<file path="config.mk">
export PLATFORM = sky130hd
export DESIGN_NAME = timerABase
export DESIGN_NICKNAME = d
export VERILOG_FILES = /design/src/design/timerAPkg.sv /design/src/design/timerCtrlIf.sv /design/src/design/timerARegs.sv /design/src/design/timerAPreDiv.sv /design/src/design/timerACount.sv /design/src/design/timerABase.sv
export SDC_FILE = /design/constraint.sdc
export NUM_CORES = 1
export LEC_CHECK = 0
export ABC_AREA = 1
export BUFFER_PORTS_ARGS = -buffer_cell sky130_fd_sc_hd__buf_4
export CAP_MARGIN = 20
export CORE_UTILIZATION = 55
export CTS_CLUSTER_DIAMETER = 50
export DETAILED_ROUTE_END_ITERATION = 12
export GPL_TIMING_DRIVEN = 0
export PLACE_DENSITY = 0.8
export SLEW_MARGIN = 5
export SYNTH_ARGS = -nofsm -noshare
export SYNTH_HDL_FRONTEND = slang
export SYNTH_SLANG_ARGS = --single-unit
export TNS_END_PERCENT = 10
</file>
<file path="constraint.sdc">
create_clock -name MCLK -period 2.5 [get_ports MCLK]
set_clock_uncertainty 0.05 [all_clocks]
set_input_delay 0.375 -clock MCLK [delete_from_list [all_inputs] [get_ports MCLK]]
set_output_delay 0.375 -clock MCLK [all_outputs]
set_load 0.02 [all_outputs]
</file>
<file path="src/design/timerAPkg.sv">
// ####################
// shared types and register map for the interval timer
// import into any block that decodes or uses the control fields
// ####################

package timerAPkg;

    // counter operating mode, MC field
    typedef enum logic [1:0] {
        stop       = 2'b00,
        up         = 2'b01,
        continuous = 2'b10,
        upDown     = 2'b11
    } timerMode;

    // tick source select, SSEL field
    typedef enum logic [1:0] {
        extTick    = 2'b00,
        auxTick    = 2'b01,
        mainClk    = 2'b10,
        invExtTick = 2'b11
    } clockSource;

    // up/down direction state
    typedef enum logic {
        countingUp   = 1'b0,
        countingDown = 1'b1
    } countDir;

    // register offsets from the block base address
    localparam logic [15:0] ctlOffset   = 16'h0000;
    localparam logic [15:0] countOffset = 16'h0010;
    localparam logic [15:0] ccr0Offset  = 16'h0012;
    localparam logic [15:0] ex0Offset   = 16'h0020;
    localparam logic [15:0] ivOffset    = 16'h002E;

    // control register fields
    localparam int srcHi  = 9;
    localparam int srcLo  = 8;
    localparam int idHi   = 7;
    localparam int idLo   = 6;
    localparam int mcHi   = 5;
    localparam int mcLo   = 4;
    localparam int clrBit = 2;
    localparam int ieBit  = 1;
    localparam int ifgBit = 0;

    // ex0 expansion divider field
    localparam int idexHi = 2;
    localparam int idexLo = 0;

    // vector value returned while the overflow flag is pending
    localparam logic [15:0] ivOverflow = 16'h000E;

endpackage

</file>
<file path="src/design/timerCtrlIf.sv">
// ####################
// decoded control fields, register file to prescaler and counter
// ####################

interface timerCtrlIf
    import timerAPkg::*;
();

    timerMode   mode;
    clockSource source;
    logic [1:0] inputDiv;
    logic [2:0] expandDiv;
    // one-cycle restart request from the control register
    logic       clearCount;

    modport regs (
        output mode,
        output source,
        output inputDiv,
        output expandDiv,
        output clearCount
    );

    modport prescale (
        input source,
        input inputDiv,
        input expandDiv,
        input clearCount
    );

    modport counter (
        input mode,
        input clearCount
    );

endinterface

</file>
<file path="src/design/timerARegs.sv">
// ####################
// memory-mapped registers of the timer: control, TAR, ccr0, ex0, vector
// byte and word writes on memWrite, combinational read data
// ####################

module timerARegs
    import timerAPkg::*;
#(
    parameter logic [15:0] baseAddress = 16'h0340
) (
    input  logic        MCLK,
    input  logic        wTACLR,
    input  logic [15:0] addr,
    input  logic [15:0] writeData,
    input  logic        memWrite,
    input  logic        byteWrite,
    input  logic        memRead,
    input  logic        tick,
    input  logic        overflowEvent,
    input  logic [15:0] nextCount,
    output logic [15:0] readData,
    output logic [15:0] count,
    output logic [15:0] ccr0,
    output logic        irq,
    timerCtrlIf.regs    ctrl
);

    logic [15:0] ctlReg;
    logic [15:0] tarReg;
    logic [15:0] ccr0Reg;
    logic [2:0]  ex0Reg;

    logic [15:0] offset;
    logic [15:0] wrData;
    logic        loEn;
    logic        hiEn;
    logic        ivRead;
    logic [15:0] wordData;

    // replace only the enabled byte lanes
    function automatic logic [15:0] mergeWrite(
        input logic [15:0] oldVal,
        input logic [15:0] newVal,
        input logic        lowLane,
        input logic        highLane
    );
        logic [15:0] merged;
        merged[7:0]  = lowLane  ? newVal[7:0]  : oldVal[7:0];
        merged[15:8] = highLane ? newVal[15:8] : oldVal[15:8];
        return merged;
    endfunction

    // word view of the address, bit 0 only picks the byte lane
    assign offset = {addr[15:1], 1'b0} - baseAddress;
    assign loEn   = !byteWrite || !addr[0];
    assign hiEn   = !byteWrite || addr[0];
    // byte data always arrives on the low lane
    assign wrData = byteWrite ? {writeData[7:0], writeData[7:0]} : writeData;
    assign ivRead = memRead && (offset == ivOffset);

    always_ff @(posedge MCLK or posedge wTACLR) begin
        if (wTACLR) begin
            ctlReg  <= '0;
            tarReg  <= '0;
            ccr0Reg <= '0;
            ex0Reg  <= '0;
        end else begin
            // clear request lasts a single cycle
            if (ctlReg[clrBit]) begin
                ctlReg[clrBit] <= 1'b0;
            end
            if (ivRead) begin
                ctlReg[ifgBit] <= 1'b0;
            end
            if (tick) begin
                tarReg <= nextCount;
            end
            // bus writes override the counter update
            if (memWrite) begin
                case (offset)
                    ctlOffset:   ctlReg  <= mergeWrite(ctlReg, wrData, loEn, hiEn);
                    countOffset: tarReg  <= mergeWrite(tarReg, wrData, loEn, hiEn);
                    ccr0Offset:  ccr0Reg <= mergeWrite(ccr0Reg, wrData, loEn, hiEn);
                    ex0Offset: begin
                        if (loEn) begin
                            ex0Reg <= wrData[idexHi:idexLo];
                        end
                    end
                    default: begin
                    end
                endcase
            end
            // a new overflow beats a vector read in the same cycle
            if (overflowEvent) begin
                ctlReg[ifgBit] <= 1'b1;
            end
            if (ctlReg[clrBit]) begin
                tarReg <= '0;
            end
        end
    end

    always_comb begin
        case (offset)
            ctlOffset:   wordData = ctlReg;
            countOffset: wordData = tarReg;
            ccr0Offset:  wordData = ccr0Reg;
            ex0Offset:   wordData = {13'd0, ex0Reg};
            ivOffset:    wordData = ctlReg[ifgBit] ? ivOverflow : 16'h0000;
            default:     wordData = 16'h0000;
        endcase
        if (byteWrite) begin
            readData = {8'h00, addr[0] ? wordData[15:8] : wordData[7:0]};
        end else begin
            readData = wordData;
        end
    end

    assign count = tarReg;
    assign ccr0  = ccr0Reg;
    assign irq   = ctlReg[ieBit] & ctlReg[ifgBit];

    // field decode for the prescaler and counter
    assign ctrl.mode       = timerMode'(ctlReg[mcHi:mcLo]);
    assign ctrl.source     = clockSource'(ctlReg[srcHi:srcLo]);
    assign ctrl.inputDiv   = ctlReg[idHi:idLo];
    assign ctrl.expandDiv  = ex0Reg;
    assign ctrl.clearCount = ctlReg[clrBit];

endmodule

</file>
<file path="src/design/timerAPreDiv.sv">
// ####################
// tick source select and two-stage divider, ID then IDEX
// emits a single-cycle tick strobe on MCLK
// ####################

module timerAPreDiv
    import timerAPkg::*;
(
    input  logic          MCLK,
    input  logic          wTACLR,
    input  logic          extTick,
    input  logic          auxTick,
    timerCtrlIf.prescale  ctrl,
    output logic          tick
);

    logic       extTickDly;
    logic       srcEvent;
    logic [2:0] idLimit;
    logic [2:0] idCnt;
    logic [2:0] idexCnt;
    logic       idDone;
    logic       idexDone;

    // ports shadow the enum names of the same spelling, so scope them
    always_comb begin
        case (ctrl.source)
            timerAPkg::extTick:    srcEvent = extTick;
            timerAPkg::auxTick:    srcEvent = auxTick;
            timerAPkg::mainClk:    srcEvent = 1'b1;
            timerAPkg::invExtTick: srcEvent = extTickDly & ~extTick;
            default:               srcEvent = 1'b0;
        endcase
    end

    // ID divides by 1, 2, 4 or 8
    assign idLimit = (3'd1 << ctrl.inputDiv) - 3'd1;

    // compare with >= so a smaller divider takes effect at once
    assign idDone   = srcEvent && (idCnt >= idLimit);
    assign idexDone = idDone && (idexCnt >= ctrl.expandDiv);

    always_ff @(posedge MCLK or posedge wTACLR) begin
        if (wTACLR) begin
            extTickDly <= 1'b0;
            idCnt      <= '0;
            idexCnt    <= '0;
            tick       <= 1'b0;
        end else begin
            extTickDly <= extTick;
            if (ctrl.clearCount) begin
                idCnt   <= '0;
                idexCnt <= '0;
                tick    <= 1'b0;
            end else begin
                tick <= idexDone;
                if (srcEvent) begin
                    idCnt <= idDone ? 3'd0 : idCnt + 3'd1;
                end
                if (idDone) begin
                    idexCnt <= idexDone ? 3'd0 : idexCnt + 3'd1;
                end
            end
        end
    end

endmodule

</file>
<file path="src/design/timerACount.sv">
// ####################
// next-count logic for stop, up, continuous and up/down modes
// keeps the up/down direction and flags overflow and compare-0
// ####################

module timerACount
    import timerAPkg::*;
(
    input  logic         MCLK,
    input  logic         wTACLR,
    timerCtrlIf.counter  ctrl,
    input  logic         tick,
    input  logic [15:0]  count,
    input  logic [15:0]  ccr0,
    output logic [15:0]  nextCount,
    output logic         overflowEvent,
    output logic         equ0
);

    countDir dirState;
    countDir nextDir;
    logic    rawEvent;

    always_comb begin
        nextCount = count;
        nextDir   = dirState;
        rawEvent  = 1'b0;
        case (ctrl.mode)
            stop: begin
                nextCount = count;
            end
            up: begin
                // a count already past ccr0 also restarts at zero
                if (count >= ccr0) begin
                    nextCount = 16'h0000;
                    rawEvent  = 1'b1;
                end else begin
                    nextCount = count + 16'd1;
                end
            end
            continuous: begin
                nextCount = count + 16'd1;
                rawEvent  = (count == 16'hFFFF);
            end
            upDown: begin
                if (ccr0 == 16'h0000) begin
                    // no room to move, park at zero
                    nextCount = 16'h0000;
                end else if (dirState == countingUp) begin
                    if (count >= ccr0) begin
                        nextCount = count - 16'd1;
                        nextDir   = countingDown;
                    end else begin
                        nextCount = count + 16'd1;
                    end
                end else begin
                    if (count == 16'h0000) begin
                        nextCount = 16'd1;
                        nextDir   = countingUp;
                    end else begin
                        nextCount = count - 16'd1;
                        // period ends on the step down to zero
                        rawEvent  = (count == 16'd1);
                    end
                end
            end
            default: begin
                nextCount = count;
            end
        endcase
    end

    always_ff @(posedge MCLK or posedge wTACLR) begin
        if (wTACLR) begin
            dirState <= countingUp;
        end else if (ctrl.clearCount || (ctrl.mode != upDown)) begin
            dirState <= countingUp;
        end else if (tick) begin
            dirState <= nextDir;
        end
    end

    assign overflowEvent = tick & rawEvent;

    // compare unit is idle while the timer is halted
    assign equ0 = (ctrl.mode != stop) && (count == ccr0);

endmodule

</file>
<file path="src/design/timerABase.sv">
// ####################
// timer top level, registers plus prescaler plus counter
// plain bus ports, set baseAddress to place the register block
// ####################

module timerABase #(
    parameter logic [15:0] baseAddress = 16'h0340
) (
    input  logic        MCLK,
    input  logic        wTACLR,
    input  logic        extTick,
    input  logic        auxTick,
    input  logic [15:0] addr,
    input  logic [15:0] writeData,
    input  logic        memWrite,
    input  logic        byteWrite,
    input  logic        memRead,
    output logic [15:0] readData,
    output logic        irq,
    output logic        equ0
);

    logic        tick;
    logic [15:0] count;
    logic [15:0] ccr0;
    logic [15:0] nextCount;
    logic        overflowEvent;

    timerCtrlIf ctrlBus ();

    timerARegs #(
        .baseAddress(baseAddress)
    ) regs (
        .MCLK         (MCLK),
        .wTACLR       (wTACLR),
        .addr         (addr),
        .writeData    (writeData),
        .memWrite     (memWrite),
        .byteWrite    (byteWrite),
        .memRead      (memRead),
        .tick         (tick),
        .overflowEvent(overflowEvent),
        .nextCount    (nextCount),
        .readData     (readData),
        .count        (count),
        .ccr0         (ccr0),
        .irq          (irq),
        .ctrl         (ctrlBus.regs)
    );

    timerAPreDiv preDiv (
        .MCLK   (MCLK),
        .wTACLR (wTACLR),
        .extTick(extTick),
        .auxTick(auxTick),
        .ctrl   (ctrlBus.prescale),
        .tick   (tick)
    );

    timerACount counter (
        .MCLK         (MCLK),
        .wTACLR       (wTACLR),
        .ctrl         (ctrlBus.counter),
        .tick         (tick),
        .count        (count),
        .ccr0         (ccr0),
        .nextCount    (nextCount),
        .overflowEvent(overflowEvent),
        .equ0         (equ0)
    );

endmodule

</file>
After elaboration in Yosys (flattened, before gate mapping) --
Index checks and enable logic that the tools add are counted.
Operators by class: add/sub/neg operators 6, magnitude comparators 3, equal/unequal tests 19, shifts and indexed selects 1, mux-type cells 41, bitwise gates (word level) 4, reductions and logical operators 25
Operator list (number):
- $mux 16 | 11
- $pmux 16 s5 | 1
- $pmux 16 s4 | 1
- $logic_not 16->1 | 3
- $eq 16x5->1 const B | 2
- $eq 16x6->1 const B | 2
- $mux 3 | 9
- $mux 8 | 3
- $reduce_and 3->1 | 6
- $add 16x1->16 const B | 1
- $eq 16x1->1 const B | 1
- $eq 16x16->1 | 1
- $eq 16x16->1 const B | 1
- $ge 16x16->1 | 1
- $sub 16x1->16 const B | 1
- $sub 16x10->16 const B | 1
- $mux 1 | 13
- $ne 4x2->1 const B | 3
- $reduce_bool 2->1 | 5
- $eq 2x2->1 const B | 4
- $add 3x1->3 const B | 2
- $ge 3x3->1 | 2
- $eq 2x1->1 const B | 2
- $logic_and 1x1->1 | 4
- other kinds (12) | 19
Word-level totals: register bits 60, input port bits 39, output and inout port bits 18, word-level logic and storage cells 113

Depth between registers and ports, before layout --
depth after elaboration 9, mapped depth 20, mapped depth without buffers 20

Modules after synthesis --
Synthesis repeated with hierarchy kept, for this count alone.
Second synthesis, totals: cells, all modules 948, area total of the unflattened synthesis 6113.4 um^2
By module, submodules not included:
- timerARegs | instances 1, cells an instance 490, area an instance 3380.7 um^2, sequential area each 1276.2 um^2
- timerACount | instances 1, cells an instance 389, area an instance 2167.1 um^2, sequential area each 25.0 um^2
- timerAPreDiv | instances 1, cells an instance 69, area an instance 565.5 um^2, sequential area each 200.2 um^2

Worst setup path after synthesis --
OpenSTA, ideal clock, no wires.
kind input -> output, start in addr[6], end out readData[7], arrival time 2099 ps, data required time 2075 ps, slack -24 ps, stages on the path 12, path buffers 1, cell sequence inv_2 -> ha_1 -> o21ai_1 -> nand3_1 -> nor3b_4 -> nand2_4 -> nor2_8 -> buf_4 -> nand2_1 -> o211ai_1 -> nand2_1 -> nand2_1
On the way: word-level cells in the longest chain between the ends 5, elaborated cells between the ends (all ways) 9, those cells by class 1 x add/sub; 4 x eq/ne; 3 x mux; 1 x reduce/logical
RTL lines:
- from (decl) | line timerABase.sv:13 | input logic [15:0] addr,
- $sub 16x10->16 (*) | line timerARegs.sv:54 | assign offset = {addr[15:1], 1'b0} - baseAddress;
- $eq 16x6->1 (tied with other cells) | line timerARegs.sv:104 | case (offset)
- $pmux 16 s5 (*) | line timerARegs.sv:104
- $mux 8 | line timerARegs.sv:113 | readData = {8'h00, addr[0] ? wordData[15:8] : wordData[7:0]};
- $mux 16 (*) | line timerARegs.sv:112 | if (byteWrite) begin
- to (decl) | line timerABase.sv:18 | output logic [15:0] readData,
Mark *: on every way between the ends. The rest lies on a longest branch, timed or not.

Worst setup path in the final report --
start in addr[6], end out readData[0]
Same word-level chain as after synthesis.

==> flow_metrics.tcl <==
set metrics [dict create \
    fillCellCount 834 \
    cts_buffer_depth 2 \
    violations "negative setup slack" \
    setup_viol_count_final 16 \
    dieHeight_um 101.3 \
    seq_power_share_pct 45.2 \
    p_sw_mw 0.5998 \
    final_util_pct 70.23 \
    status "finished with violations" \
    syn2layout_area_growth_pct 21.86 \
    gr-max-usage-layer "met2" \
    overflow 0 \
    final_min_period_over_clock_period_pct 112.4 \
    synth_ff_type "dfrtp_1" \
    cp_data_arrival_time_ns 2.39 \
    coreArea_um2 9415 \
    first_pass_iters 5 \
    ir_worst_vdd_v 0.0002587 \
    required_ns 2.08 \
    htreeDepth 3 \
    use_met2_pct 60.13 \
    grt_max_degree 33 \
    cp.depth 14 \
    drt-total-wl_mm 18.38 \
    path_cells "buf_8 -> inv_6 -> ha_4 -> xor2_2 -> nand2_2 -> nor2_4 -> nand2_2 -> nor2_4 -> nand3_4 -> buf_4 -> o21ai_0 -> o21ai_1 -> nand2_1 -> buf_4" \
    met3_usage_pct 5.728 \
    r2r_end "regs.count[2]$_DFFE_PP0P_" \
    drive_above_1_share_pct 16.99 \
    ctsRootBufferMaster "clkbuf_8" \
    endpoint "readData[0]" \
    power_density_nw_per_um2 333.4 \
    ys_ff_latch 60 \
    initial_core_util_pct 57.63 \
    diodes 0 \
    end_kind "output pin" \
    path_class "in2out" \
    seq_area_frac_synth_pct 27.67 \
    grt_pass1_vias 5782 \
    portBuffers 55 \
    p_clk_share_pct 42.2 \
    maxCapViolations 0 \
    fin_tns_setup_ns -2.805 \
    antenna_found_initial 0 \
    drc 0 \
    drtIter0Drc 605 \
    cp-startpoint "addr[6]" \
    avgSynthCellArea_um2 6.166 \
    grt_pass1_wl_mm 29.17 \
    clkSlewWorstSetupHoldPaths_ns 0.08 \
    syn_nets 948 \
    num_vias 6213 \
    post-route-min-period_ns 2.811 \
    r2r_start "regs.ccr0[15]$_DFFE_PP0P_" \
    hp-class "in2async" \
    worst_slack_ns -0.3107 \
    r2r_cells 16 \
    cts_tree "yes" \
    crit_buf_inv 4 \
    worstMarginPinSlew_ns 0.6420 \
    yosysWarnings 0 \
    ant_nets 0 \
    synthArstFlopShare_pct 100.0 \
    clock-sinks 60 \
    die-width_um 101.3 \
    worstSetupStartpointType "input pin" \
    met1_usage_pct 50.31 \
    grt_usage_pct 37.77 \
    cp_max_fo 5 \
    viasPerCell 5.648 \
    gp_congestion 0.9921 \
    hpwl_mm 13.35 \
    syn_area_um2 5426 \
    r2r_slack_ns 0.04 \
    synth-edff-count 0 \
    cts_hold_buf 0 \
    synthCells 880 \
    avgRoutedWirePerCell_um 16.71 \
    comb_power_share_pct 12.5 \
    cts_buffers 9 \
    die-area_um2 10270 \
    yosysUniqueCellTypes 38 \
    slowest_stage "o21ai_0" \
    postLayoutCellArea_um2 6613 \
    slew-limit-headroom_pct 57.14 \
    clock_latency_ns 0.34 \
    cpPeakStageDelay_ns 0.32 \
    holdWs_ns 0.06600 \
    p_int_mw 1.605 \
    placed_area_um2 6023 \
    maxSlewViolCount 0 \
    path_delay_family "simple AND/OR/NAND/NOR gates" \
    hold_viol_final 0 \
    cellLeakagePower_nw 3.525 \
    rsz0062_at_grt "yes" \
    power.share.switching_pct 27.21 \
    io_pins 57 \
    nets 1034 \
    rows 35 \
    timing.fmax_mhz 355.8 \
]
## cell usage in the layout (no fill, tap or decap), types with 3 or more instances in the layout
cell type,instances
nand2_1,303
ha_1,28
nand2_2,12
buf_6,15
buf_4,64
nor3_2,4
dfrtp_2,3
nor2_4,4
clkbuf_1,9
clkbuf_8,11
o211ai_1,12
nor2_1,61
dfrtp_1,57
xor2_1,20
nand2_4,4
nand3_2,5
o21ai_1,24
or2_2,4
nand4_1,14
nor2_2,3
nor3_1,14
inv_1,119
o21ai_0,56
nand3_1,35
a21oi_1,41
inv_2,7
buf_2,11
a31oi_1,3
## layer usage
metal / part of all wire, % / vias to the layer above
met5: 0 / -
met1: 41 / 2788
met3: 9.3 / 76
li1: - / 2980
met4: 4.4 / 0
met2: 45 / 369
## logic make-up after synthesis
family                     synth area share (%)
DFF                                       27.67
adders and majority gates                 6.687
buffers and inverters                     11.30
AOI/OAI and AO/OA                         14.25
and+or+nand+nor                           36.55
xor gates and xnor gates                  3.551
## power by group through the flow
stage | combinational [mW] | clock (mW) | sequential [mW]
3_5_place_dp | 0.244 | 0 | 1.02
4_1_cts | 0.260 | 0.931 | 0.997
5_1_grt | 0.308 | 0.973 | 0.997
6_report | 0.277 | 0.931 | 0.997
2_1_floorplan | 0.143 | 0 | 1.01
3_3_place_gp | 0.238 | 0 | 1.02
## stage by stage
step           instances  total power [mW]  setup WS, ns
2_1_floorplan        880             1.155     0.0005416
3_3_place_gp        1064             1.253       -0.6215
3_5_place_dp        1065             1.259       -0.6005
4_1_cts             1099             2.188       -0.1336
5_1_grt             1100             2.278       -0.2907
6_report            1100             2.204       -0.3107
## layout make-up
type | instances | area (um2) | share of cell area (%)
Clock inverter | 3 | 45.04 | 0.6812
Timing Repair Buffer | 75 | 628.1 | 9.499
Multi-Input combinational cell | 666 | 3470 | 52.47
Inverter | 129 | 491.7 | 7.436
Buffer | 25 | 152.6 | 2.308
Tap cell | 129 | 161.4 | 2.441
Clock buffer | 13 | 158.9 | 2.403
Sequential cell | 60 | 1505 | 22.76
## how the worst min path moves through the flow
stage | startpoint | end | slack [ns] | cells past startpoint
2_1_floorplan | extTick | preDiv.extTickDly$_DFF_PP0_ | 0.36 | 0
3_3_place_gp | regs.ccr0[5]$_DFFE_PP0P_ | regs.ccr0[5]$_DFFE_PP0P_ | 0.41 | 2
3_5_place_dp | regs.ccr0[7]$_DFFE_PP0P_ | regs.ccr0[7]$_DFFE_PP0P_ | 0.41 | 2
4_1_cts | wTACLR | preDiv.extTickDly$_DFF_PP0_ | 0.09 | 2
5_1_grt | extTick | preDiv.extTickDly$_DFF_PP0_ | 0.09 | 1
6_report | wTACLR | preDiv.extTickDly$_DFF_PP0_ | 0.07 | 2
## worst reg2reg max path, delay by kind of cell (launching register included)
| kind | cells | cell delay [ns] |
|---|---|---|
| simple gates | 11 | 1.04 |
| fa+ha+maj | 1 | 0.29 |
| flops | 1 | 0.39 |
| compound gates | 2 | 0.26 |
| buf+inv | 2 | 0.33 |
## timing repair
action | CTS | global route
buffers inserted | 15 | 1
gates cloned | 3 | 0
resized for setup | 52 | 31
setup endpoints to repair | 33 | 32
pin swaps | 21 | 20
## registers in the layout (all words and copies together), names as in the netlist
name,flops
regs.ccr0,16
regs.count,16
regs.ctlReg,16
preDiv.idCnt,3
preDiv.idexCnt,3
regs.ctrl.expandDiv,3
counter.dirState,1
preDiv.extTickDly,1
preDiv.tick,1
## Yosys cell counts, types with 2 or more instances
cell type | number | area [um2]
nor2_1 | 67 | 251.5
buf_2 | 13 | 65.06
or2_2 | 4 | 25.02
ha_1 | 29 | 362.9
o211ai_1 | 12 | 90.09
inv_2 | 2 | 7.510
nor3_2 | 2 | 20.02
buf_4 | 3 | 22.52
clkbuf_1 | 8 | 30.03
nor3_1 | 17 | 85.08
nand3_1 | 37 | 185.2
a21o_1 | 2 | 15.01
a31oi_1 | 4 | 25.02
nand4_1 | 14 | 87.58
nand2_1 | 317 | 1190
dfrtp_1 | 60 | 1501
o21ai_1 | 19 | 95.09
inv_1 | 126 | 473.0
a21oi_1 | 41 | 205.2
xor2_1 | 21 | 183.9
o21ai_0 | 62 | 310.3
nand3_2 | 4 | 40.04
Power figures use the tool's default switching activity.
